`src/hdl/ex_cfg.svh`:
```
`ifndef EX_CFG_SVH
`define EX_CFG_SVH

`define EX_XLEN  32 // data word.
`define EX_REG_W 5  // destination register index.
`define EX_CSR_W 14 // csr address.

`endif

```
`src/hdl/ex_isa_pkg.sv`:
```
package ex_isa_pkg;

    // bit 4 clear is an alu op, 2'b10 in [4:3] a multiply, 2'b11 a divide.
    typedef enum logic [4:0] {
        OP_ADD   = 5'h00,
        OP_SUB   = 5'h01,
        OP_SLT   = 5'h02,
        OP_SLTU  = 5'h03,
        OP_EQ    = 5'h04,
        OP_AND   = 5'h05,
        OP_OR    = 5'h06,
        OP_XOR   = 5'h07,
        OP_NOR   = 5'h08,
        OP_SLL   = 5'h09,
        OP_SRL   = 5'h0a,
        OP_SRA   = 5'h0b,
        OP_LUI   = 5'h0c,
        OP_MUL   = 5'h10,
        OP_MULH  = 5'h11,
        OP_MULHU = 5'h12,
        OP_DIV   = 5'h18,
        OP_MOD   = 5'h19,
        OP_DIVU  = 5'h1a,
        OP_MODU  = 5'h1b
    } opcode_t;

    typedef enum logic [1:0] {
        MEM_NOP   = 2'd0,
        MEM_LOAD  = 2'd1,
        MEM_STORE = 2'd2
    } mem_type_t;

    typedef enum logic [1:0] {
        MEM_BYTE = 2'd0,
        MEM_HALF = 2'd1,
        MEM_WORD = 2'd2
    } mem_size_t;

    typedef enum logic [3:0] {
        EXC_NONE = 4'd0,
        EXC_INT  = 4'd1,  // interrupt.
        EXC_ADEF = 4'd2,  // fetch address error.
        EXC_ADEM = 4'd3,
        EXC_ALE  = 4'd4,  // misaligned access.
        EXC_SYS  = 4'd5,
        EXC_BRK  = 4'd6,
        EXC_INE  = 4'd7,  // undefined instruction.
        EXC_IPE  = 4'd8
    } exception_t;

endpackage

```
`src/hdl/ex_alu.sv`:
```
`timescale 1ns/1ps
`include "ex_cfg.svh"

module ex_alu (
    input  ex_isa_pkg::opcode_t op,
    input  logic [`EX_XLEN-1:0] src1,
    input  logic [`EX_XLEN-1:0] src2,
    output logic [`EX_XLEN-1:0] result
);

    logic [4:0] shamt;

    assign shamt = src2[4:0];

    always_comb begin
        result = '0;
        case (op)
            ex_isa_pkg::OP_ADD:  result = src1 + src2;
            ex_isa_pkg::OP_SUB:  result = src1 - src2;
            // compares land in bit 0 for the branch condition.
            ex_isa_pkg::OP_SLT:  result[0] = $signed(src1) < $signed(src2);
            ex_isa_pkg::OP_SLTU: result[0] = src1 < src2;
            ex_isa_pkg::OP_EQ:   result[0] = src1 == src2;
            ex_isa_pkg::OP_AND:  result = src1 & src2;
            ex_isa_pkg::OP_OR:   result = src1 | src2;
            ex_isa_pkg::OP_XOR:  result = src1 ^ src2;
            ex_isa_pkg::OP_NOR:  result = ~(src1 | src2);
            ex_isa_pkg::OP_SLL:  result = src1 << shamt;
            ex_isa_pkg::OP_SRL:  result = src1 >> shamt;
            ex_isa_pkg::OP_SRA:  result = $signed(src1) >>> shamt;
            ex_isa_pkg::OP_LUI:  result = {src2[19:0], 12'h000}; // upper immediate.
            default:             result = '0;
        endcase
    end

endmodule

```
`config.mk`:
```
export PLATFORM = sky130hd
export DESIGN_NAME = ex_alu
export DESIGN_NICKNAME = d
export VERILOG_FILES = /design/src/hdl/ex_isa_pkg.sv /design/src/hdl/ex_alu.sv
export VERILOG_INCLUDE_DIRS = /design/src /design/src/hdl
export SDC_FILE = /design/constraint.sdc
export NUM_CORES = 1
export LEC_CHECK = 0
export BUFFER_PORTS_ARGS = -buffer_cell sky130_fd_sc_hd__buf_4
export CORE_UTILIZATION = 45
export DETAILED_ROUTE_END_ITERATION = 7
export GPL_ROUTABILITY_DRIVEN = 0
export PLACE_DENSITY_LB_ADDON = 0.15
export SLEW_MARGIN = 20
export SYNTH_ARGS = -nofsm -noshare
export SYNTH_HDL_FRONTEND = slang
export SYNTH_SLANG_ARGS = --single-unit
```
`constraint.sdc`:
```
create_clock -name vclk -period 4.25
set_input_delay 0.425 -clock vclk [all_inputs]
set_output_delay 0.425 -clock vclk [all_outputs]
set_load 0.02 [all_outputs]
```
# Word level (Yosys, flattened, before mapping)
# Cells that the tools add are included.
# W data, S select, Z words.
dict set report totals {
  wordCells 27
  regBits 0
  input_bits 69
  mem_bits_rw 0
  output_inout_bits 32
  mem_bits_ro 0
  latch_bits 0
  n_memories 0
}
dict set report op_classes {
  eq_ne 13
  multipliers 0
  order_cmp 2
  n_mux 2
  n_div 0
  bitwise_logic 4
  reduce_logical 1
  shift 3
  addsub 2
}
# cell count
set op_table {}
lappend op_table {{$pmux W31 S10} 1}
lappend op_table {{$lt A32 B32 Y1} 2}
lappend op_table {{$add A32 B32 Y32} 1}
lappend op_table {{$and A32 B32 Y32} 1}
lappend op_table {{$eq A32 B32 Y1} 1}
lappend op_table {{$not A32 Y32} 1}
lappend op_table {{$or A32 B32 Y32} 1}
lappend op_table {{$shl A32 B5 Y32} 1}
lappend op_table {{$shr A32 B5 Y32} 1}
lappend op_table {{$sshr A32 B5 Y32} 1}
lappend op_table {{$sub A32 B32 Y32} 1}
lappend op_table {{$xor A32 B32 Y32} 1}
lappend op_table {{$eq A5 B4 Y1 const B} 5}
lappend op_table {{$eq A5 B3 Y1 const B} 4}
lappend op_table {{$pmux W1 S12} 1}
lappend op_table {{$eq A5 B2 Y1 const B} 2}
lappend op_table {{$eq A5 B1 Y1 const B} 1}
lappend op_table {{$logic_not A5 Y1} 1}

# Logic depth before layout (Yosys ltp)
# Gate-level depths: netlist of run 1.
dict set report logic_depth {
  word_depth 3
  depth_mapped 16
  mapped_depth_nobuf 13
}

# Least setup slack after synthesis of run 1
# Ideal clock, no wire load.
dict set report synth_path {
  path_type {input to output}
  start {in src2[3]}
  end {out result[29]}
  t_arrival_ns 3.503
  path_slack_ns 0.322
  cell_stages 14
  path_buffers 3
  required_time_ns 3.825
  path_cell_list {clkinv_1 > clkbuf_1 > clkbuf_1 > ha_1 > clkbuf_1 > nor2_1 > o311ai_1 > a2bb2oi_2 > a211oi_1 > o31a_1 > o31a_1 > o21ai_0 > nand2_1 > a2bb2oi_1}
}
dict set report synth_between {
  elab_chain_cells 2
}
# item line_no
set synth_lines {}
lappend synth_lines {{start, declared} ex_alu.sv:7} ;# input logic [`EX_XLEN-1:0] src2,
lappend synth_lines {{$sub A32 B32 Y32, or another cell as far along} ex_alu.sv:19} ;# ex_isa_pkg::OP_SUB: result = src1 - src2;
lappend synth_lines {{$pmux W31 S10 *} ex_alu.sv:17} ;# case (op)
lappend synth_lines {{end, declared} ex_alu.sv:8} ;# output logic [`EX_XLEN-1:0] result
# Mark *: on every way between the ends. The rest lies on a longest branch, timed or not.

# Worst setup path in the final report of run 1
dict set report layout_path {
  start {in src1[7]}
  end {out result[31]}
}
dict set report layout_between {
  elab_chain_cells 2
}
# item line_no
set layout_lines {}
lappend layout_lines {{start, declared} ex_alu.sv:6} ;# input logic [`EX_XLEN-1:0] src1,
lappend layout_lines {{$sub A32 B32 Y32, or another cell as far along} ex_alu.sv:19}
lappend layout_lines {{$pmux W31 S10 *} ex_alu.sv:17}
# Marks and branches as above.

==> results_dict.tcl, run 1 <==
set metrics [dict create \
    ant_nets 0 \
    worst_slack_ps 133 \
    floorplan.die.width_um 145 \
    crit_family "compound AO/OA/AOI/OAI gates" \
    routed_wire_length_per_instance_um 23.8 \
    area.growth.synth_to_final_pct 10.2 \
    peakVddDrop_uv 73.8 \
    endpoint_arrival_time_on_the_critical_path_ps 3690 \
    preCtsSetupSlack_ps 65.2 \
    grt_overflow_total 0 \
    hold_viol 0 \
    synth.top_cells.by_area "sky130_fd_sc_hd__ha_1, sky130_fd_sc_hd__mux2i_1, sky130_fd_sc_hd__a21oi_1" \
    power_density_nw_per_um2 135 \
    cts_repair_resize_count 0 \
    finalCritPeriodShare 0.969 \
    via_count 11600 \
    global_route_usage_over_all_layers 0.372 \
    remaining_drc_errors 0 \
    cp_cell_sequence "buf_4 > inv_1 > ha_1 > nand2_1 > nor4_1 > o211a_1 > o21ai_0 > a31o_2 > o41a_1 > mux2i_1 > nor3_1 > o21ai_0 > buf_4" \
    antenna_cells_inserted 0 \
    slew_viol_final 0 \
    layout_common_cells "sky130_fd_sc_hd__nor2_1, sky130_fd_sc_hd__buf_4, sky130_fd_sc_hd__a21oi_1, sky130_fd_sc_hd__nand2_1, sky130_fd_sc_hd__ha_1" \
    timing.critical_path.required_ps 3830 \
    vias_in_the_first_global_route 10300 \
    drt_wl_total_um 40700 \
    synth.distinct_cells 80 \
    synthesis.instances 1411 \
    largest_net_degree_at_the_start_of_global_routing 85 \
    numPlacedInstances 1710 \
    timing.max_cap.violations 0 \
    synth_top_cell_area_share 0.141 \
    avgViaCountPerCell 6.78 \
    min-delay-path-class "input pin to output port" \
    fin_cells 1710 \
    final.clkbuf_count 0 \
    worst_hold_slack_after_final_layout_ps 1340 \
    core_um2 19700 \
    critPathKind "input pin to output port" \
    setup_viol_count_final 0 \
    run_status "finished clean" \
    critPathMaxFanout 13 \
    numSequentialCells 0 \
    max_stage_delay_ps 520 \
    drtPass1Iterations 8 \
    core.rowCount 51 \
    worstMarginPinSlew_ps 880 \
    final_common_cell "sky130_fd_sc_hd__nor2_1" \
    critical_path.slowest_cell "sky130_fd_sc_hd__ha_1" \
    layout_min_cycle_time_ps 4120 \
    port-buffer-count 101 \
    post-synth-top-area-cell "sky130_fd_sc_hd__ha_1" \
    leakage_power_summed_over_all_cells_nw 4.52 \
    hold_buffers 0 \
    dr.first_iter.drc_count 1611 \
    die_height_um 145 \
    post-cts-setup-buffers 0 \
    seqCellArea_um2 0 \
    fin_tns_setup_ps 0 \
    critical_path.startpoint_type "input pin" \
    grt_pass1_wl_um 62100 \
    crit_path_end_kind "output port" \
    dpl.hpwl_um 32000 \
    starting_density_of_the_core 0.466 \
    syn-cell-area_um2 9200 \
    synth_nets 1586 \
    utilization 0.514 \
    design.die.area_um2 21000 \
    layout-drive-gt1-share 0.139 \
    yosys_warnings 0 \
    final_nets 1622 \
    antenna_found_initial 0 \
    ioPinCount 101 \
    synth.yosys.seq_area_share 0 \
    critical_path_buf_inv_count 3 \
    max_freq_mhz 243 \
    post_synthesis_area_per_instance_um2 6.52 \
    slew_headroom 0.410 \
    setup_repair_after_global_routing_missed_its_margin "false" \
]
report_power, final:
group | internal [W] | total (W) | leakage, nW | switching [W]
logic | 0.000505 | 0.00137 | 4.52 | 0.000866
registers | 0 | 0 | 0 | 0
clock network | 0 | 0 | 0 | 0
cells by family after synthesis:
logic type                 count (synthesis)  share of synthesized area
AOI/OAI and AO/OA                        503                      0.363
xor gates and xnor gates                   6                    0.00571
adders and majority gates                106                      0.146
buffers and inverters                    211                     0.0971
muxes                                    113                      0.156
and+or+nand+nor                          472                      0.233
cells in the mapped netlist (all sizes together), types with 5 or more instances:
cell	instances
and2	9
nor2b	11
and3	7
nor4	11
o311ai	7
ha	104
o2111ai	19
a22oi	14
clkbuf	80
a21o	21
a2bb2oi	5
o221ai	8
mux4	22
a21oi	141
mux2	16
or3	9
nand3	33
o21ai	96
nand4	13
o211ai	23
nor2	176
o21bai	18
a221o	14
a221oi	26
o31a	5
inv	100
o31ai	9
nand2	134
buf	30
nor3	31
a31oi	17
mux2i	75
a211oi	25
or4	8
xnor2	5
nand2b	16
o22ai	18
a211o	7
layer usage:
| metal | routed length (µm) | track usage | vias to the layer above |
|---|---|---|---|
| met5 | 0 | 0 | - |
| met4 | 2700 | 0.190 | 0 |
| met3 | 5040 | 0.0513 | 153 |
| met2 | 16500 | 0.558 | 870 |
| met1 | 16500 | 0.516 | 5270 |
| li1 | - | - | 5307 |
path summary, 6_finish.rpt:
check,slack (ps),to,cells after the start,from
worst max-delay path,130,result[31],13,src1[7]
worst min-delay path,1340,result[19],4,src2[7]
cell type report:
| class | count | area (µm²) |
|---|---|---|
| fill | 2040 | 9580 |
| multi-input combinational | 1200 | 8330 |
| timing repair buffer | 144 | 1090 |
| inverter | 101 | 379 |
| tap | 265 | 332 |
through the flow:
stage,area [µm²],power (W)
after floorplan,9200,0.000874
after global routing,10100,0.00146
final,10100,0.00137
after CTS,10100,0.00132
after detailed placement,10100,0.00132
after global placement,10100,0.00131
No activity file was read; power rests on OpenSTA's default activity.
==> inputs of run 2 (changes only) <==
--- a/config.mk
+++ b/config.mk
@@ -7,9 +7,10 @@
 export NUM_CORES = 1
 export LEC_CHECK = 0
 export BUFFER_PORTS_ARGS = -buffer_cell sky130_fd_sc_hd__buf_4
-export CORE_UTILIZATION = 45
+export CORE_UTILIZATION = 40
 export DETAILED_ROUTE_END_ITERATION = 7
 export GPL_ROUTABILITY_DRIVEN = 0
+export GPL_TIMING_DRIVEN = 0
 export PLACE_DENSITY_LB_ADDON = 0.15
 export SLEW_MARGIN = 20
 export SYNTH_ARGS = -nofsm -noshare
==> results_dict.tcl, run 2 (synthesized netlist as in run 1, its figures left out) <==
set metrics [dict create \
    routed_wire_length_per_instance_um 26.5 \
    hold_buffers 0 \
    core_um2 22600 \
    drt_wl_total_um 47500 \
    timing.critical_path.required_ps 3830 \
    timing.hold.worst.start "src2[7]" \
    seqCellArea_um2 0 \
    drtPass1Iterations 7 \
    critPathMaxFanout 10 \
    peakVddDrop_uv 69.5 \
    antenna_found_initial 0 \
    critical_path.startpoint_type "input pin" \
    layout-drive-gt1-share 0.126 \
    power.total_w 0.00145 \
    port-buffer-count 100 \
    slew_viol_final 0 \
    power_density_nw_per_um2 139 \
    layout_common_cells "sky130_fd_sc_hd__nor2_1, sky130_fd_sc_hd__a21oi_1, sky130_fd_sc_hd__nand2_1, sky130_fd_sc_hd__buf_4, sky130_fd_sc_hd__ha_1" \
    worst_hold_path.endpoint "result[19]" \
    setup_viol_count_final 1 \
    setup_repair_after_global_routing_missed_its_margin "true" \
    vias_in_the_first_global_route 11200 \
    max_freq_mhz 228 \
    avgViaCountPerCell 6.93 \
    final_common_cell "sky130_fd_sc_hd__nor2_1" \
    run_status "complete, but fails checks" \
    numSequentialCells 0 \
    worst_slack_ps -145 \
    design.die.area_um2 23600 \
    hold-path-cell-count 4 \
    timing.max_cap.violations 0 \
    crit_path_end_kind "output port" \
    ant_nets 0 \
    final_nets 1681 \
    starting_density_of_the_core 0.407 \
    endpoint_arrival_time_on_the_critical_path_ps 3970 \
    die_height_um 154 \
    largest_net_degree_at_the_start_of_global_routing 31 \
    global_route_usage_over_all_layers 0.387 \
    floorplan.die.width_um 154 \
    grt_overflow_total 0 \
    via_count 12400 \
    layout_min_cycle_time_ps 4390 \
    remaining_drc_errors 0 \
    min-delay-path-class "input pin to output port" \
    ioPinCount 101 \
    worstMarginPinSlew_ps 1050 \
    antenna_cells_inserted 0 \
    dpl.hpwl_um 38100 \
    failed_checks "setup timing" \
    slew_headroom 0.296 \
    dr.first_iter.drc_count 1732 \
    grt_pass1_wl_um 69900 \
    critPathKind "input pin to output port" \
    final.clkbuf_count 0 \
    hold_viol 0 \
    preCtsSetupSlack_ps -1030 \
    finalCritPeriodShare 1.03 \
    leakage_power_summed_over_all_cells_nw 4.53 \
    area.growth.synth_to_final_pct 13.1 \
    core.rowCount 55 \
]
run 2: per-stage QoR:
stage / cells / utilization / setup TNS [ps] / hold slack [ps] / area (µm²)
finish: 1789 / 0.461 / -145 / 1320 / 10400
global route: 1789 / 0.461 / -137 / 1340 / 10400
CTS: 1791 / 0.459 / 0 / 1330 / 10400
detailed placement: 1796 / 0.457 / -16190 / 1330 / 10300
global placement: 1796 / 0.456 / -15410 / 1320 / 10300
floorplan: 1411 / - / 0 / 1070 / 9200
run 2: metal layers:
layer | share of wire | track usage
met5 | 0 | 0
met4 | 0.078 | 0.249
met3 | 0.15 | 0.101
met2 | 0.40 | 0.559
met1 | 0.38 | 0.506
run 2: timing repair:
| action | in CTS | in global routing |
|---|---|---|
| endpoints found under the setup margin | 25 | 16 |
| pin swaps | 1 | 0 |
| gates resized for setup | 19 | 14 |
| buffers inserted | 1 | 0 |
run 2: worst max path at each step:
stage / endpoint / cells after the start / slack (ps) / startpoint
6_report: result[29] / 14 / -140 / src1[16]
5_1_grt: result[29] / 14 / -120 / src1[8]
4_1_cts: result[31] / 15 / 6 / src2[4]
3_5_place_dp: result[29] / 16 / -1030 / src2[3]
3_3_place_gp: result[29] / 16 / -1020 / src2[3]
2_1_floorplan: result[29] / 14 / 320 / src2[3]
run 2: worst max-delay path: stages:
cell	delay, ps
sky130_fd_sc_hd__buf_4	190
sky130_fd_sc_hd__inv_1	230
sky130_fd_sc_hd__ha_1	380
sky130_fd_sc_hd__clkbuf_1	390
sky130_fd_sc_hd__inv_1	210
sky130_fd_sc_hd__a21oi_1	340
sky130_fd_sc_hd__nand4_1	230
sky130_fd_sc_hd__a211oi_2	410
sky130_fd_sc_hd__o31a_1	260
sky130_fd_sc_hd__o31a_1	210
sky130_fd_sc_hd__o21ai_0	130
sky130_fd_sc_hd__nor2_1	120
sky130_fd_sc_hd__a2bb2oi_1	250
sky130_fd_sc_hd__buf_4	190
run 2: layout make-up:
type	instances	area, µm²
fill	2371	12200
multi-input combinational	1200	8400
timing repair buffer	101	758
buffer	102	503
inverter	101	387
tap	285	357
run 2: power by group:
group / total (W) / switching [W] / internal, W / leakage [nW]
clock network: 0 / 0 / 0 / 0
registers: 0 / 0 / 0 / 0
logic: 0.00145 / 0.000938 / 0.000508 / 4.53
