<file path="src/hdl/ex_cfg.svh">
`ifndef EX_CFG_SVH
`define EX_CFG_SVH

`define EX_XLEN  32 // data word.
`define EX_REG_W 5  // destination register index.
`define EX_CSR_W 14 // csr address.

`endif

</file>
<file path="src/hdl/ex_isa_pkg.sv">
package ex_isa_pkg;

    // bit 4 clear is an alu op, 2'b10 in [4:3] a multiply, 2'b11 a divide.
    typedef enum logic [4:0] {
        OP_ADD   = 5'h00,
        OP_SUB   = 5'h01,
        OP_SLT   = 5'h02,
        OP_SLTU  = 5'h03,
        OP_EQ    = 5'h04,
        OP_AND   = 5'h05,
        OP_OR    = 5'h06,
        OP_XOR   = 5'h07,
        OP_NOR   = 5'h08,
        OP_SLL   = 5'h09,
        OP_SRL   = 5'h0a,
        OP_SRA   = 5'h0b,
        OP_LUI   = 5'h0c,
        OP_MUL   = 5'h10,
        OP_MULH  = 5'h11,
        OP_MULHU = 5'h12,
        OP_DIV   = 5'h18,
        OP_MOD   = 5'h19,
        OP_DIVU  = 5'h1a,
        OP_MODU  = 5'h1b
    } opcode_t;

    typedef enum logic [1:0] {
        MEM_NOP   = 2'd0,
        MEM_LOAD  = 2'd1,
        MEM_STORE = 2'd2
    } mem_type_t;

    typedef enum logic [1:0] {
        MEM_BYTE = 2'd0,
        MEM_HALF = 2'd1,
        MEM_WORD = 2'd2
    } mem_size_t;

    typedef enum logic [3:0] {
        EXC_NONE = 4'd0,
        EXC_INT  = 4'd1,  // interrupt.
        EXC_ADEF = 4'd2,  // fetch address error.
        EXC_ADEM = 4'd3,
        EXC_ALE  = 4'd4,  // misaligned access.
        EXC_SYS  = 4'd5,
        EXC_BRK  = 4'd6,
        EXC_INE  = 4'd7,  // undefined instruction.
        EXC_IPE  = 4'd8
    } exception_t;

endpackage

</file>
<file path="src/hdl/ex_pipe_pkg.sv">
`include "ex_cfg.svh"

package ex_pipe_pkg;

    // one issue slot as handed over by register read.
    typedef struct packed {
        logic                   valid;
        logic [`EX_XLEN-1:0]    pc;
        logic                   have_exception;
        ex_isa_pkg::exception_t exception_type;
        ex_isa_pkg::opcode_t    opcode;
        logic [`EX_XLEN-1:0]    src1;
        logic [`EX_XLEN-1:0]    src2;
        logic [`EX_REG_W-1:0]   dest;
        logic                   is_branch;
        logic                   branch_condition;
        logic [`EX_XLEN-1:0]    branch_target;
        logic                   is_jirl;
        logic                   pred_branch_taken;
        logic [`EX_XLEN-1:0]    pred_branch_target;
        ex_isa_pkg::mem_type_t  mem_type;
        ex_isa_pkg::mem_size_t  mem_size;
        logic [`EX_XLEN-1:0]    st_data;
        logic                   is_csr_op;
        logic [`EX_CSR_W-1:0]   csr_addr;
        logic [`EX_XLEN-1:0]    csr_mask;
    } issue_slot_t;

    typedef struct packed {
        logic                   valid;
        logic                   forwardable;
        logic [`EX_XLEN-1:0]    pc;
        logic                   have_exception;
        ex_isa_pkg::exception_t exception_type;
        logic [`EX_XLEN-1:0]    result;
        logic [`EX_REG_W-1:0]   dest;
        logic                   branch_taken;
        logic [`EX_XLEN-1:0]    branch_target;
        logic                   branch_mistaken;
        ex_isa_pkg::mem_type_t  mem_type;
        ex_isa_pkg::mem_size_t  mem_size;
        logic [`EX_XLEN-1:0]    st_data;
        logic                   is_csr_op;
        logic [`EX_CSR_W-1:0]   csr_addr;
        logic [`EX_XLEN-1:0]    csr_mask;
    } ex_slot_t;

    typedef struct packed {
        logic [`EX_XLEN-1:0] hi;
        logic [`EX_XLEN-1:0] lo;
    } mul_res_t;

    typedef struct packed {
        logic [`EX_XLEN-1:0] quot;
        logic [`EX_XLEN-1:0] rem;
    } div_res_t;

    // same lane register, read as product or as quotient/remainder.
    typedef union packed {
        mul_res_t prod;
        div_res_t quo_rem;
    } long_res_u;

endpackage

</file>
<file path="src/hdl/ex_ctrl.sv">
`timescale 1ns/1ps
`include "ex_cfg.svh"

module ex_ctrl (
    input  logic                     clk,
    input  logic                     arst_n,
    input  logic                     flush,
    input  logic                     allowout,
    input  logic                     ro_ready,
    input  ex_pipe_pkg::issue_slot_t ro_a,
    input  ex_pipe_pkg::issue_slot_t ro_b,
    input  logic [`EX_XLEN-1:0]      alu_a,
    input  logic [`EX_XLEN-1:0]      alu_b,
    input  ex_pipe_pkg::long_res_u   long_a,
    input  ex_pipe_pkg::long_res_u   long_b,
    input  logic                     done_a,
    input  logic                     done_b,
    input  logic                     taken_a,
    input  logic                     taken_b,
    input  logic [`EX_XLEN-1:0]      target_a,
    input  logic [`EX_XLEN-1:0]      target_b,
    input  logic                     mistaken_a,
    input  logic                     mistaken_b,
    output ex_pipe_pkg::issue_slot_t cur_a,
    output ex_pipe_pkg::issue_slot_t cur_b,
    output logic                     start_a,
    output logic                     start_b,
    output logic                     ex_valid,
    output logic                     ex_ready,
    output logic                     ex_stall,
    output ex_pipe_pkg::ex_slot_t    ex_a,
    output ex_pipe_pkg::ex_slot_t    ex_b
);

    logic pend_a;
    logic pend_b;
    logic busy_a;
    logic busy_b;
    logic load;

    function automatic logic [`EX_XLEN-1:0] pick_result(
        input ex_pipe_pkg::issue_slot_t s,
        input logic [`EX_XLEN-1:0]      alu,
        input ex_pipe_pkg::long_res_u   lr
    );
        if (s.is_jirl)
            return s.pc + 32'd4; // link address.
        if (!s.opcode[4])
            return alu;
        case (s.opcode)
            ex_isa_pkg::OP_MUL:   return lr.prod.lo;
            ex_isa_pkg::OP_MULH,
            ex_isa_pkg::OP_MULHU: return lr.prod.hi;
            ex_isa_pkg::OP_DIV,
            ex_isa_pkg::OP_DIVU:  return lr.quo_rem.quot;
            default:              return lr.quo_rem.rem;
        endcase
    endfunction

    function automatic ex_pipe_pkg::ex_slot_t build_slot(
        input ex_pipe_pkg::issue_slot_t s,
        input logic                     ready,
        input logic [`EX_XLEN-1:0]      result,
        input logic                     taken,
        input logic [`EX_XLEN-1:0]      target,
        input logic                     mistaken
    );
        ex_pipe_pkg::ex_slot_t o;
        o.valid           = s.valid;
        o.forwardable     = ready & ~s.have_exception & ~s.is_csr_op
                          & (s.mem_type == ex_isa_pkg::MEM_NOP);
        o.pc              = s.pc;
        o.have_exception  = s.have_exception;
        o.exception_type  = s.exception_type;
        o.result          = result;
        o.dest            = s.dest;
        o.branch_taken    = taken;
        o.branch_target   = target;
        o.branch_mistaken = mistaken;
        o.mem_type        = s.mem_type;
        o.mem_size        = s.mem_size;
        o.st_data         = s.st_data;
        o.is_csr_op       = s.valid & s.is_csr_op;
        o.csr_addr        = s.csr_addr;
        o.csr_mask        = s.csr_mask;
        return o;
    endfunction

    // a lane waits from its start pulse until done.
    assign busy_a = start_a | (pend_a & ~done_a);
    assign busy_b = start_b | (pend_b & ~done_b);

    assign ex_valid = cur_a.valid | cur_b.valid;
    assign ex_ready = ex_valid & ~busy_a & ~busy_b;
    assign ex_stall = ex_valid & (~ex_ready | ~allowout);
    assign load     = ~flush & ~ex_stall & ro_ready;

    always_ff @(posedge clk or negedge arst_n) begin
        if (!arst_n) begin
            cur_a <= '0;
            cur_b <= '0;
        end else if (flush || (!ex_stall && !ro_ready)) begin
            cur_a.valid <= 1'b0;
            cur_b.valid <= 1'b0;
        end else if (!ex_stall) begin
            cur_a <= ro_a;
            cur_b <= ro_b;
        end
    end

    always_ff @(posedge clk or negedge arst_n) begin
        if (!arst_n) begin
            start_a <= 1'b0;
            start_b <= 1'b0;
            pend_a  <= 1'b0;
            pend_b  <= 1'b0;
        end else begin
            start_a <= load & ro_a.valid & ro_a.opcode[4];
            start_b <= load & ro_b.valid & ro_b.opcode[4];
            pend_a  <= ~flush & (start_a | (pend_a & ~done_a));
            pend_b  <= ~flush & (start_b | (pend_b & ~done_b));
        end
    end

    assign ex_a = build_slot(cur_a, cur_a.valid & ~busy_a, pick_result(cur_a, alu_a, long_a),
                             taken_a, target_a, mistaken_a);
    assign ex_b = build_slot(cur_b, cur_b.valid & ~busy_b, pick_result(cur_b, alu_b, long_b),
                             taken_b, target_b, mistaken_b);

    // ----------------------------------------
    // a pending long op always belongs to a live slot.
    a_busy_valid_a: assert property (@(posedge clk) disable iff (!arst_n)
        busy_a |-> cur_a.valid);
    a_busy_valid_b: assert property (@(posedge clk) disable iff (!arst_n)
        busy_b |-> cur_b.valid);
    a_stall_hold: assert property (@(posedge clk) disable iff (!arst_n)
        ex_stall && !flush |=> $stable(cur_a) && $stable(cur_b));

endmodule

</file>
<file path="config.mk">
export PLATFORM = sky130hd
export DESIGN_NAME = ex_ctrl
export DESIGN_NICKNAME = d
export VERILOG_FILES = /design/src/hdl/ex_isa_pkg.sv /design/src/hdl/ex_pipe_pkg.sv /design/src/hdl/ex_ctrl.sv
export VERILOG_INCLUDE_DIRS = /design/src /design/src/hdl
export SDC_FILE = /design/constraint.sdc
export NUM_CORES = 1
export LEC_CHECK = 0
export ABC_AREA = 1
export BUFFER_PORTS_ARGS = -buffer_cell sky130_fd_sc_hd__buf_2
export CORE_AREA = 2 2 660 662
export CTS_BUF_LIST = sky130_fd_sc_hd__clkbuf_16
export DETAILED_ROUTE_END_ITERATION = 8
export DIE_AREA = 0 0 662 664
export PLACE_DENSITY = 0.3
export SYNTH_ARGS = -nofsm -noshare
export SYNTH_HDL_FRONTEND = slang
export SYNTH_SLANG_ARGS = --single-unit
</file>
<file path="constraint.sdc">
create_clock -name clk -period 1.8 [get_ports clk]
set_input_delay 0.36 -clock clk [delete_from_list [all_inputs] [get_ports clk]]
set_output_delay 0.36 -clock clk [all_outputs]
set_load 0.03 [all_outputs]
</file>
After elaboration in Yosys (flattened, before gate mapping):

Cells that the tools add are included.

* add/subtract/negate cells: 2
* equality and inequality tests: 9
* mux-type cells: 20
* bitwise gates (word level): 40
* reductions and logical operators: 9

Operator list (number)
* two-way mux 263 bit: 2
* two-way mux 32 bit: 10
* adder 32 x 3 -> 32 bit (second input constant): 2
* equality test 5 bit (second input constant): 8
* bitwise AND 1 bit: 23
* inverter 1 bit: 13
* two-way mux 1 bit: 8
* OR reduction 4 bit: 2
* zero test 2 bit: 2
* bitwise OR 1 bit: 4
* zero test 1 bit: 2
* != test 2 x 1 -> 1 bit (second input constant): 1
* AND reduction 2 bit: 1
* logical AND 1 bit: 1
* logical OR 1 bit: 1

* register bits: 530
* input port bits: 793
* output and inout bits: 917
* word-level logic and storage cells: 124

Depth between registers and ports, before layout:

* word-level depth: 14
* depth in mapped cells: 10

Least setup slack after synthesis:

OpenSTA, ideal clock, no wires.

* path kind: reg2out
* from: register cur_a[232] (netlist name)
* to: output port ex_a[132] (netlist name)
* data arrival time: 1.916 ns
* data required time: 1.440 ns
* setup slack: -0.476 ns
* cell stages (with the launch flop): 7
* path buffers: 0
* cell sequence: dfrtp_1 -> ha_1 -> nand2_1 -> nor2_2 -> nand2_1 -> xor2_1 -> o21ai_1

RTL lines
* from (decl): line ex_ctrl.sv:24 `output ex_pipe_pkg::issue_slot_t cur_a,`
* from (signal assigned): line ex_ctrl.sv:106 `cur_a <= ro_a;`
* to (decl): line ex_ctrl.sv:31 `output ex_pipe_pkg::ex_slot_t ex_a,`

==> results.ini <==
[run_status]
status = finished with violations
violations = setup timing

[synth]
synth_area_um2 = 30000
yosys_most_used_dff = sky130_fd_sc_hd__dfrtp_1
synth_async_reset_ratio_pct = 100
synth-seq-area-share_pct = 44.2
syn_nets = 4364
yosys-top-cells-area = sky130_fd_sc_hd__dfrtp_1, sky130_fd_sc_hd__nand2_1, sky130_fd_sc_hd__nand3_2
synth_largest_area_cell = sky130_fd_sc_hd__dfrtp_1
synthesis.instances = 3569
synth.avg_cell_area_um2 = 8.40
synth-edff-count = 0
synth_largest_type_area_fraction_pct = 44.2
postSynthRegisterBits = 530
yosysWarnings = 0
synthDistinctLibCells = 29

[cells_and_area]
drive_above_1_share_pct = 53.4
final_util_pct = 13.5
layout.cells.most_common = sky130_fd_sc_hd__buf_2
register_area_um2 = 13300
fin_cells = 11700
commonest_cells_after_routing_fill_and_taps_aside = sky130_fd_sc_hd__buf_2, sky130_fd_sc_hd__nand2_1, sky130_fd_sc_hd__dlygate4sd3_1
multi_input_area_um2 = 14400
finish.net_count = 6541
n_fill_cell = 49700
area_growth_pct = 95.1

[sta]
final-hold-violation-count = 0
fin_setup_tns_ps = -148580
transition_time_at_the_pin_with_the_least_slew_margin_ps = 594
fin_ws_ps = -1010
clock_skew_ps = 45.3
period_minus_slack_ps = 2810
timing.fmax_mhz = 355
max-slew-margin-rel_pct = 60.3
setup-violations-final = 906
timing.final.max_slew_violations = 0
rsz0062_at_grt = yes
share_of_the_clock_period_used_by_the_worst_path_pct = 156

[detailed_routing]
route.final.wire_length_um = 314000
via_per_inst = 2.95
route.vias.total = 34400
dr.pass1.iters = 7
route.detailed.wl_per_inst_um = 26.9
drt_drc_violations_left = 0
drt_iter0_drc = 2101
route.antenna.remaining_nets = 0

[clock_network]
max_root_sink_buffers = 4
worst_setup_hold_path_clk_slew_ps = 60
cts_root_buf = sky130_fd_sc_hd__clkbuf_16
htreeDepth = 3
tritoncts_clock_tree = yes
latest_clock_arrival_within_the_worst_skew_pair_ps = 810
cts.sinks = 530
cts_inserted_buffers = 87

[floorplanning]
die_area_um2 = 440000
floorplan.io_pins = 1710
die-width_um = 662
starting_density_pct = 6.93
die_h_um = 664
floorplan.core_area_um2 = 433000
row_count = 242

[power_and_ir_drop]
power.internal_mw = 31.9
p_sw_mw = 26.1
p_leak_nw = 27.6
clkPwrFrac_pct = 29.4
power.combinational.fraction_pct = 43.5
power.share.switching_pct = 45.0
register_share_of_total_power_pct = 27.1
power.ir.vdd_worst_v = 0.000659
p_per_area_nw_per_um2 = 992

[global_route]
initial_antenna_violation_count = 280
grt_max_degree = 50
grt_first_pass_wirelength_um = 388000
total_overflow_reported_by_the_global_router = 0
grt_pass1_vias = 34300
grtUsageTotal_pct = 13.6

[critical_path]
critical_path_required_ps = 1440
critical_path.slowest_cell = sky130_fd_sc_hd__dfrtp_2
end_kind = output port
critical_path.startpoint_type = flip-flop
cp_cell_sequence = o21ai_4 > nand3_4 > clkbuf_16 > buf_8 > nand2_2 > nand3_2 > nand2_2 > nand2_2 > buf_6
path_common_cell = sky130_fd_sc_hd__nand2_2
worstPathMaxFanout = 6
arrival_ps = 2450
worst_path_largest_cell_delay_ps = 430
timing_worst_setup_path_type = flip-flop to output port

[min_path]
hp-class = input pin to flip-flop

[place]
dpl.hpwl_um = 271000
finalWeightedCongestion = 0.924
number_of_placed_instances_taps_included = 10800
port_buffers = 1573

[flow_run]
maxCapViolations = 0

-- critical path, delay by kind of cell (launching register included) --
family | cells | cell delay (ps)
AND/OR/NAND/NOR | 5 | 460
AO/OA/AOI/OAI | 1 | 250
flip-flops | 1 | 430
buffers and inverters | 3 | 520
-- cell families after synthesis --
logic type / share of synthesized area, %
XOR/XNOR: 0.496
adder cells (fa/ha/maj): 0.0834
AND/OR/NAND/NOR: 39.8
flip-flops: 44.2
buffers and inverters: 14.5
AO/OA/AOI/OAI: 0.859
-- cell usage after synthesis, types with 5 or more instances --
master,instances
sky130_fd_sc_hd__nand2_1,1443
sky130_fd_sc_hd__dfrtp_1,530
sky130_fd_sc_hd__nand3_2,400
sky130_fd_sc_hd__buf_4,318
sky130_fd_sc_hd__nand3_1,238
sky130_fd_sc_hd__nor2_1,193
sky130_fd_sc_hd__buf_2,127
sky130_fd_sc_hd__nand4_1,65
sky130_fd_sc_hd__inv_1,58
sky130_fd_sc_hd__buf_12,44
sky130_fd_sc_hd__clkbuf_1,38
sky130_fd_sc_hd__a21oi_1,20
sky130_fd_sc_hd__or2_2,16
sky130_fd_sc_hd__o21ai_1,15
sky130_fd_sc_hd__buf_1,14
sky130_fd_sc_hd__xor2_1,14
sky130_fd_sc_hd__o21ai_0,7
sky130_fd_sc_hd__inv_2,5
-- per-layer routing --
metal	track usage [%]	vias up	share of wire, %
met4	3.71	126	3.2
li1	-	15700	-
met2	22.0	1433	46
met3	4.47	518	8.2
met5	0	-	0.26
met1	17.1	16600	42
-- final timing paths --
path                             from         end  slack (ps)  cells after the start
min                          ro_ready  cur_a[135]         130                      6
max                        cur_b[221]   ex_b[136]       -1010                      9
max reg2reg                   start_b  cur_b[240]        -240                     11
min reg2reg                cur_b[179]  cur_b[179]         460                      2
min in group asynchronous      arst_n   cur_b[46]         210                      3
max in group asynchronous      arst_n   cur_a[31]         620                      3
-- sequential cells by signal (all words and copies together), names as in the netlist --
register / count
pend_a: 1
start_a: 1
pend_b: 1
start_b: 1
cur_b: 263
cur_a: 263
-- stage by stage --
stage	instance area [um^2]	power (mW)	hold WS [ps]	setup slack, ps
after floorplan	30400	27.7	64.4	-92.4
after global placement	45900	37.8	214	-519
after detailed placement	45900	37.7	218	-500
after CTS	56200	58.6	10.8	-1140
after global routing	58300	61.0	98.7	-1160
final	58500	58.1	127	-1010
-- timing repair --
item                                    in CTS  in global routing
hold buffers                               530                  0
gates resized for setup                    476                411
gates cloned                                 9                 16
buffers inserted                            49                 32
endpoints found under the setup margin    1198               1321
hold endpoints to repair                   962                  0
pin swaps                                  106                110
-- final cells by class --
class	instances	area share [%]
Antenna cell	126	0.539
Clock inverter	67	0.922
Sequential cell	530	22.8
Multi-Input combinational cell	2434	24.7
Tap cell	5734	12.3
Inverter	63	0.430
Timing Repair Buffer	2630	34.6
Clock buffer	87	3.72
-- power by group through the flow --
stage | registers (mW) | clock network, mW | logic, mW
2_1_floorplan | 19.1 | 0 | 8.66
3_3_place_gp | 15.9 | 0 | 21.9
3_5_place_dp | 15.9 | 0 | 21.8
4_1_cts | 15.8 | 18.0 | 24.9
5_1_grt | 16.0 | 18.3 | 26.7
6_report | 15.7 | 17.1 | 25.3
Note: power is estimated with default switching activity, not from simulation.
