### src/hdl/ex_cfg.svh
`ifndef EX_CFG_SVH
`define EX_CFG_SVH

`define EX_XLEN  32 // data word.
`define EX_REG_W 5  // destination register index.
`define EX_CSR_W 14 // csr address.

`endif

### src/hdl/ex_isa_pkg.sv
package ex_isa_pkg;

    // bit 4 clear is an alu op, 2'b10 in [4:3] a multiply, 2'b11 a divide.
    typedef enum logic [4:0] {
        OP_ADD   = 5'h00,
        OP_SUB   = 5'h01,
        OP_SLT   = 5'h02,
        OP_SLTU  = 5'h03,
        OP_EQ    = 5'h04,
        OP_AND   = 5'h05,
        OP_OR    = 5'h06,
        OP_XOR   = 5'h07,
        OP_NOR   = 5'h08,
        OP_SLL   = 5'h09,
        OP_SRL   = 5'h0a,
        OP_SRA   = 5'h0b,
        OP_LUI   = 5'h0c,
        OP_MUL   = 5'h10,
        OP_MULH  = 5'h11,
        OP_MULHU = 5'h12,
        OP_DIV   = 5'h18,
        OP_MOD   = 5'h19,
        OP_DIVU  = 5'h1a,
        OP_MODU  = 5'h1b
    } opcode_t;

    typedef enum logic [1:0] {
        MEM_NOP   = 2'd0,
        MEM_LOAD  = 2'd1,
        MEM_STORE = 2'd2
    } mem_type_t;

    typedef enum logic [1:0] {
        MEM_BYTE = 2'd0,
        MEM_HALF = 2'd1,
        MEM_WORD = 2'd2
    } mem_size_t;

    typedef enum logic [3:0] {
        EXC_NONE = 4'd0,
        EXC_INT  = 4'd1,  // interrupt.
        EXC_ADEF = 4'd2,  // fetch address error.
        EXC_ADEM = 4'd3,
        EXC_ALE  = 4'd4,  // misaligned access.
        EXC_SYS  = 4'd5,
        EXC_BRK  = 4'd6,
        EXC_INE  = 4'd7,  // undefined instruction.
        EXC_IPE  = 4'd8
    } exception_t;

endpackage

### src/hdl/ex_pipe_pkg.sv
`include "ex_cfg.svh"

package ex_pipe_pkg;

    // one issue slot as handed over by register read.
    typedef struct packed {
        logic                   valid;
        logic [`EX_XLEN-1:0]    pc;
        logic                   have_exception;
        ex_isa_pkg::exception_t exception_type;
        ex_isa_pkg::opcode_t    opcode;
        logic [`EX_XLEN-1:0]    src1;
        logic [`EX_XLEN-1:0]    src2;
        logic [`EX_REG_W-1:0]   dest;
        logic                   is_branch;
        logic                   branch_condition;
        logic [`EX_XLEN-1:0]    branch_target;
        logic                   is_jirl;
        logic                   pred_branch_taken;
        logic [`EX_XLEN-1:0]    pred_branch_target;
        ex_isa_pkg::mem_type_t  mem_type;
        ex_isa_pkg::mem_size_t  mem_size;
        logic [`EX_XLEN-1:0]    st_data;
        logic                   is_csr_op;
        logic [`EX_CSR_W-1:0]   csr_addr;
        logic [`EX_XLEN-1:0]    csr_mask;
    } issue_slot_t;

    typedef struct packed {
        logic                   valid;
        logic                   forwardable;
        logic [`EX_XLEN-1:0]    pc;
        logic                   have_exception;
        ex_isa_pkg::exception_t exception_type;
        logic [`EX_XLEN-1:0]    result;
        logic [`EX_REG_W-1:0]   dest;
        logic                   branch_taken;
        logic [`EX_XLEN-1:0]    branch_target;
        logic                   branch_mistaken;
        ex_isa_pkg::mem_type_t  mem_type;
        ex_isa_pkg::mem_size_t  mem_size;
        logic [`EX_XLEN-1:0]    st_data;
        logic                   is_csr_op;
        logic [`EX_CSR_W-1:0]   csr_addr;
        logic [`EX_XLEN-1:0]    csr_mask;
    } ex_slot_t;

    typedef struct packed {
        logic [`EX_XLEN-1:0] hi;
        logic [`EX_XLEN-1:0] lo;
    } mul_res_t;

    typedef struct packed {
        logic [`EX_XLEN-1:0] quot;
        logic [`EX_XLEN-1:0] rem;
    } div_res_t;

    // same lane register, read as product or as quotient/remainder.
    typedef union packed {
        mul_res_t prod;
        div_res_t quo_rem;
    } long_res_u;

endpackage

### src/hdl/ex_muldiv.sv
`timescale 1ns/1ps
`include "ex_cfg.svh"

module ex_muldiv (
    input  logic                   clk,
    input  logic                   arst_n,
    input  logic                   flush,
    input  logic                   start,
    input  ex_isa_pkg::opcode_t    op,
    input  logic [`EX_XLEN-1:0]    src1,
    input  logic [`EX_XLEN-1:0]    src2,
    output logic                   done,
    output ex_pipe_pkg::long_res_u res
);

    logic                  busy;
    logic [5:0]            count;
    logic                  is_div;
    logic                  signed_div;
    logic                  mul_signed;
    logic [63:0]           prod;
    logic [`EX_XLEN-1:0]   mag1;
    logic [`EX_XLEN-1:0]   mag2;
    logic [`EX_XLEN-1:0]   divisor;
    logic [`EX_XLEN-1:0]   quo;
    logic [`EX_XLEN-1:0]   rem_acc;
    logic                  q_neg;
    logic                  r_neg;
    logic [`EX_XLEN:0]     rem_shift;
    logic [`EX_XLEN+1:0]   diff;
    logic [`EX_XLEN-1:0]   quo_next;
    logic [`EX_XLEN-1:0]   rem_next;

    assign is_div     = op[4:3] == 2'b11;
    assign signed_div = op == ex_isa_pkg::OP_DIV || op == ex_isa_pkg::OP_MOD;
    assign mul_signed = op == ex_isa_pkg::OP_MULH;

    // 33-bit operands cover both signed and unsigned products.
    assign prod = $signed({mul_signed & src1[31], src1}) * $signed({mul_signed & src2[31], src2});

    assign mag1 = (signed_div && src1[31]) ? -src1 : src1;
    assign mag2 = (signed_div && src2[31]) ? -src2 : src2;

    // one restoring shift-subtract step.
    assign rem_shift = {rem_acc, quo[31]};
    assign diff      = {1'b0, rem_shift} - {2'b00, divisor};
    assign quo_next  = {quo[30:0], ~diff[`EX_XLEN+1]};
    assign rem_next  = diff[`EX_XLEN+1] ? rem_shift[`EX_XLEN-1:0] : diff[`EX_XLEN-1:0];

    always_ff @(posedge clk or negedge arst_n) begin
        if (!arst_n) begin
            busy  <= 1'b0;
            count <= '0;
            done  <= 1'b0;
        end else if (flush) begin
            busy <= 1'b0; // abort.
            done <= 1'b0;
        end else begin
            done <= 1'b0;
            if (start) begin
                busy  <= is_div;
                count <= 6'd32;
                done  <= !is_div; // multiply finishes in one cycle.
            end else if (busy) begin
                count <= count - 6'd1;
                if (count == 6'd1) begin
                    busy <= 1'b0;
                    done <= 1'b1;
                end
            end
        end
    end

    always_ff @(posedge clk) begin
        if (start && !is_div) begin
            res.prod <= prod;
        end else if (start) begin
            divisor <= mag2;
            quo     <= mag1;
            rem_acc <= '0;
            q_neg   <= signed_div & (src1[31] ^ src2[31]);
            r_neg   <= signed_div & src1[31];
        end else if (busy) begin
            quo     <= quo_next;
            rem_acc <= rem_next;
            if (count == 6'd1) begin
                res.quo_rem.quot <= q_neg ? -quo_next : quo_next;
                res.quo_rem.rem  <= r_neg ? -rem_next : rem_next;
            end
        end
    end

    // ----------------------------------------
    a_no_start_busy: assert property (@(posedge clk) disable iff (!arst_n)
        start |-> !busy);
    a_done_pulse: assert property (@(posedge clk) disable iff (!arst_n)
        done |=> !done);

endmodule

### config.mk
export PLATFORM = sky130hd
export DESIGN_NAME = ex_muldiv
export DESIGN_NICKNAME = d
export VERILOG_FILES = /design/src/hdl/ex_isa_pkg.sv /design/src/hdl/ex_pipe_pkg.sv /design/src/hdl/ex_muldiv.sv
export VERILOG_INCLUDE_DIRS = /design/src /design/src/hdl
export SDC_FILE = /design/constraint.sdc
export NUM_CORES = 2
export LEC_CHECK = 0
export BUFFER_PORTS_ARGS = -buffer_cell sky130_fd_sc_hd__buf_2
export CORE_MARGIN = 2
export CORE_UTILIZATION = 60
export CTS_CLUSTER_DIAMETER = 150
export DETAILED_ROUTE_END_ITERATION = 7
export PLACE_DENSITY = 0.8
export REMOVE_ABC_BUFFERS = 1
export SYNTH_ARGS = -nofsm -noshare
export SYNTH_HDL_FRONTEND = slang
export SYNTH_SLANG_ARGS = --single-unit
### constraint.sdc
create_clock -name clk -period 5.7 [get_ports clk]
set_clock_uncertainty 0.05 [all_clocks]
set_input_delay 1.14 -clock clk [delete_from_list [all_inputs] [get_ports clk]]
set_output_delay 1.14 -clock clk [all_outputs]
set_load 0.005 [all_outputs]
Yosys cells after proc, flatten, opt, wreduce, memory -nomap -nowiden
Cells that the tools add are included.
{ "word_totals": {"register_bits": 170, "in_bits": 73, "output_inout_bits": 65, "wordCells": 64} }
{ "classes": {"addsub": 6, "multipliers": 1, "n_eq_ne": 6, "n_mux": 22, "bitwise_logic": 8, "n_reduce_logical": 12} }
{ "ops": {"columns": ["cell", "n"], "rows": [
  ["32-bit two-way mux", 8],
  ["64-bit two-way mux", 4],
  ["32-bit negation", 4],
  ["33-bit by 33-bit multiplier with 64-bit output", 1],
  ["33-bit by 32-bit subtractor with 34-bit output", 1],
  ["5-bit == test, second input constant", 3],
  ["6-bit two-way mux", 2],
  ["1-bit two-way mux", 8],
  ["6-bit by 1-bit == test with 1-bit output, second input constant", 1],
  ["2-bit AND reduction", 3],
  ["2-bit nonzero test", 3],
  ["6-bit by 1-bit subtractor with 6-bit output, second input constant", 1],
  ["1-bit bitwise AND", 4],
  ["1-bit logical AND", 3],
  ["1-bit inverter", 3],
  ["3-bit AND reduction", 1],
  ["2-bit == test, second input constant", 1],
  ["2-bit by 1-bit != test with 1-bit output, second input constant", 1],
  ["1-bit logical NOT", 1],
  ["1-bit logical OR", 1],
  ["1-bit bitwise XOR", 1]
]} }

Depth between registers and ports, before layout
{ "logic_depth": {"ltp_word": 8, "depth_mapped": 34, "mapped_depth_nobuf": 31} }

Least setup slack after synthesis
No wires, ideal clock.
{ "synth_timing": {"path_type": "in2reg", "from": "input op[1]", "to": "register res[62] (netlist name) (data pin)", "setup_time_ns": 0.270, "t_arrival_ns": 9.087, "t_required_ns": 5.380, "setup_slack_ns": -3.707, "stages": 30, "n_path_buf": 2, "cell_sequence": "nor4_1 > clkbuf_1 > and2_1 > clkbuf_1 > nand2_1 > inv_1 > fa_1 > inv_1 > fa_1 > inv_1 > fa_1 > fa_1 > inv_1 > fa_1 > inv_1 > fa_1 > inv_1 > fa_1 > fa_1 > inv_1 > ha_1 > a21o_1 > a21o_1 > a21oi_1 > o211ai_1 > a31o_2 > and2_1 > a221oi_1 > xor2_1 > a21oi_1"} }
{ "synth_via": {"elab_chain_cells": 4, "elab_cells_between_ends": 5, "cone_classes": "mul (1); eq/ne (1); mux (1); bitwise (2)"} }
{ "synth_lines": {"columns": ["item", "line_no", "source"], "rows": [
  ["start: declaration", "ex_muldiv.sv:9", "input ex_isa_pkg::opcode_t op,"],
  ["5-bit == test (*)", "ex_muldiv.sv:36", "assign mul_signed = op == ex_isa_pkg::OP_MULH;"],
  ["1-bit bitwise AND", "ex_muldiv.sv:39", "assign prod = $signed({mul_signed & src1[31], src1}) * $signed({mul_signed & src2[31], src2});"],
  ["33-bit by 33-bit multiplier with 64-bit output (*)", "ex_muldiv.sv:39", null],
  ["64-bit two-way mux (*)", "ex_muldiv.sv:75", "if (start && !is_div) begin"],
  ["end: declaration", "ex_muldiv.sv:13", "output ex_pipe_pkg::long_res_u res"]
]} }
Every way passes the cells marked *; elsewhere a longest branch is shown, timed or not.
A chain may end at the register's enable or synchronous reset.

Final worst setup path
{ "layout_timing": {"from": "input op[4]", "to": "register res[55] (netlist name) (data pin)"} }
{ "layout_via": {"elab_chain_cells": 4, "elab_cells_between_ends": 8, "cone_classes": "mul (1); eq/ne (2); mux (1); bitwise (2); reduce/logical (2)"} }
{ "layout_lines": {"columns": ["item", "line_no"], "rows": [
  ["5-bit == test or 2-bit == test (tied branches)", "ex_muldiv.sv:36, ex_muldiv.sv:34"],
  ["1-bit bitwise AND or 1-bit logical NOT (tied branches)", "ex_muldiv.sv:39, ex_muldiv.sv:75"],
  ["33-bit by 33-bit multiplier with 64-bit output or 1-bit logical AND (tied branches)", "ex_muldiv.sv:39, ex_muldiv.sv:75"],
  ["64-bit two-way mux (*)", "ex_muldiv.sv:75"]
]} }
Marked as above.

==> summary.md <==
The biggest fanout along the worst timing path was 4; the clock latency at the later pin of the worst-skew pair was 0.45 ns. The initial antenna violation count was 4; the total wire length was 166000 µm. The routed length per placed instance was 23.4 µm; the CTS buffer count was 17.

On the worst path, the slowest cell contributes a delay of 0.52 ns. The path class of the tightest hold or removal check is in -> async. The tools report the deepest clock path buffer count as 2. 138 I/O pins were placed. The antenna violation net count after detailed routing was 0; the final period demand of the worst path was 8.92 ns.

For this run the aggregate overflow at the end of global routing stands at 0. From bottom edge to top edge, the die measures 292 µm. Sorting the synthesized cells by area gives the leading types as fa_1 (45%), edfxtp_1 (9.8%), inv_1 (9.1%). The tools report the sum of negative setup slack as -123.00 ns.

Commonest non-fill, non-tap cell in the layout: inv_1. The run finished, with violations left. The quantity of I/O buffers inserted on ports is 137. The checks that failed: setup timing. Compared with the post-synthesis result, the final layout area differs by 20.8%. Of all cell types, the one taking the most synthesized area is fa_1.

Clock-pin slew was measured on the worst setup and hold paths at 0.08 ns. TritonCTS built the clock tree. In the routed layout, each cell is associated on average with a via count of 5.99. The layout has 5249 filler cells.

The synthesized design contains 170 register bits. The tools report the half-perimeter wire length after detailed placement as 125000 µm. Synthesis handed over a netlist of 5536 instances. Most repeated library cell on the critical path: fa_1.

The logs give 0 for the final number of max-transition violations and 7 for the first-pass iteration count of the detailed router. The number of enable-type register cells in the synthesized netlist is 162. The data required time of the critical path came out at 5.82 ns. The most used flip-flop cell after synthesis is edfxtp_1.

The floorplan row count is 105, and the starting density of the core is 60.6%. In the routed design, unresolved DRC markers number 0. Across the run, the number of max-cap violations was 0. The global-route wire length before repair came out at 243000 µm.

Setup repair after global routing could not meet its margin everywhere. At the worst endpoint, the arrival time is 9.04 ns. Sequential cells were found to cover 10.2% of the synthesized design area. The post-layout net count came out at 7482. Combined global-route utilization of all metal layers: 36.8%. Entering global routing, the biggest net connects 97 pins. The tree is rooted in a clkbuf_16. The number of hold-repair buffers added at the cts stage was 0; the transition time at the pin with the least slew margin was 1.10 ns. The tools report the number of design-rule violations left by the first detailed-router iteration as 4648. The number of buffers and inverters on the critical path is 12. STA classifies the critical path endpoint as a register.

The run gives 56 as the setup violation total in the final timing report. Critical setup path kind: in -> reg. Counting every sink on the clock net gives 170. The die footprint was 0.0852 mm²; the chip width was 292 µm. The largest individual stage delay along the critical path comes from the cell fa_1. The total area inside the core boundary comes to 0.0821 mm².

The tools report the setup slack of the critical path after layout as -3.22 ns. The family of cells with the greatest summed delay on the critical path was adder cells. Post-synthesis async set-or-reset flop share: 4.71%. The share of the synthesized area in the top cell type was 45.3%.

The via count of the first global-routing pass came out at 45400. Share of the clock period used by the worst path after layout: 157%. In this run the tightest slew margin relative to its limit is 27.0%. The run gives 4 as the number of levels in the clock H-tree.

The tools report the startpoint kind of the worst setup timing path as a primary input. The number of hold-slack violations in the final timing report was 0; the synthesis warning total was 0. Dividing the synthesized area by the synthesized cell count gives 8.98 µm². In the layout the commonest cells are inv_1 (1140), fa_1 (1054), nand2_1 (865). Timing would allow up to 0.112 GHz. The run gives 86 as the number of distinct library cells after synthesis. The run gives 0.976 as the final estimated routing congestion in global placement.

The routed layout has 42600 vias. The cell area that synthesis handed to floorplanning was 0.0497 mm². The proportion of layout cells with a drive suffix above 1 came out at 21.3%.
[synthesized netlist by cell type (6+ instances only)]
library cell / count
inv_1: 1204
fa_1: 1126
nand2_1: 891
and2_1: 296
clkbuf_1: 276
ha_1: 251
nor2_1: 217
a21oi_1: 194
edfxtp_1: 162
xnor2_1: 122
o21ai_0: 120
xor2_1: 84
buf_1: 48
a21o_1: 43
nor3_1: 42
o31ai_1: 36
nand3_1: 35
and3_1: 27
mux2i_1: 26
nand2b_1: 24
a31oi_1: 23
nand4_1: 22
a211oi_1: 19
nor2b_1: 19
or3_1: 19
or4_1: 16
or2_2: 15
o21bai_1: 14
o41ai_1: 13
nor4_1: 12
o21a_1: 12
nor3b_1: 9
buf_2: 8
dfrtp_1: 8
o211ai_1: 7
o21ai_1: 7
nand3b_1: 6
[routing by layer]
layer  track usage (%)  wire [µm]  vias up
met1              45.3      56400    21100
li1                  -          -    17600
met4              18.4      12200        2
met2              60.6      77400     3030
met3              9.22      20200      869
met5                 0         13        -
[state kept, by name, summed over array words and instances, names as in the netlist]
register and cells:
divisor 32, r_neg 1, rem_acc 32, quo 32
busy 1, res 64, count 6, done 1
q_neg 1
[kinds of logic (layout without fill, tap and decap cells)]
kind of cell | Yosys count | after routing | share of synthesized area (%)
AOI/OAI and AO/OA | 547 | 547 | 6.87
xor gates and xnor gates | 206 | 206 | 3.63
and+or+nand+nor | 1671 | 1671 | 15.5
muxes | 27 | 27 | 0.569
DFF | 170 | 170 | 10.2
buffers and inverters | 1538 | 2047 | 11.6
adders and majority gates | 1377 | 1377 | 51.6
other | 0 | 3 | 0
[layout make-up]
class	count	area [µm²]	share of cell area, %
repair buffers	810	7410	12.3
diodes	3	7.51	0.0125
multi-input cells	3828	41100	68.4
well taps	1070	1340	2.23
inverters	1205	4530	7.54
flip-flops and latches	170	5060	8.43
clock buffers	17	425	0.708
clock inverters	15	183	0.304
[timing repair]
action	CTS	global route
endpoints found under the setup margin	55	56
pin swaps	173	326
gates resized for setup	434	439
buffers inserted	58	81
cloned	0	6
[path summary, 6_finish.rpt]
kind,start,endpoint,slack [ns],depth (start not counted)
setup reg to reg,rem_acc[4],res[28],0.64,18
min in group clk,count[4],count[4],0.50,2
hold reg to reg,count[4],count[4],0.50,2
hold / removal,arst_n,done,0.47,1
setup / recovery,op[4],res[55],-3.22,36
max in group asynchronous,arst_n,busy,4.95,1
[stage by stage]
stage | worst slack [ns] | hold WS, ns | instances | util [%] | cell area [µm²]
4_1_cts | -3.00 | 0.469 | 7049 | 70.2 | 57600
3_5_place_dp | -3.92 | 0.480 | 6967 | 67.0 | 55000
2_1_floorplan | -4.31 | 0.429 | 5203 | - | 48500
3_3_place_gp | -3.73 | 0.462 | 6967 | 67.0 | 55000
6_report | -3.22 | 0.469 | 7118 | 73.2 | 60100
5_1_grt | -3.43 | 0.481 | 7115 | 73.2 | 60100
Power is left out: the tool's default activity adds up to more than one toggle a clock period on the data nets, which glitch-free logic cannot reach.
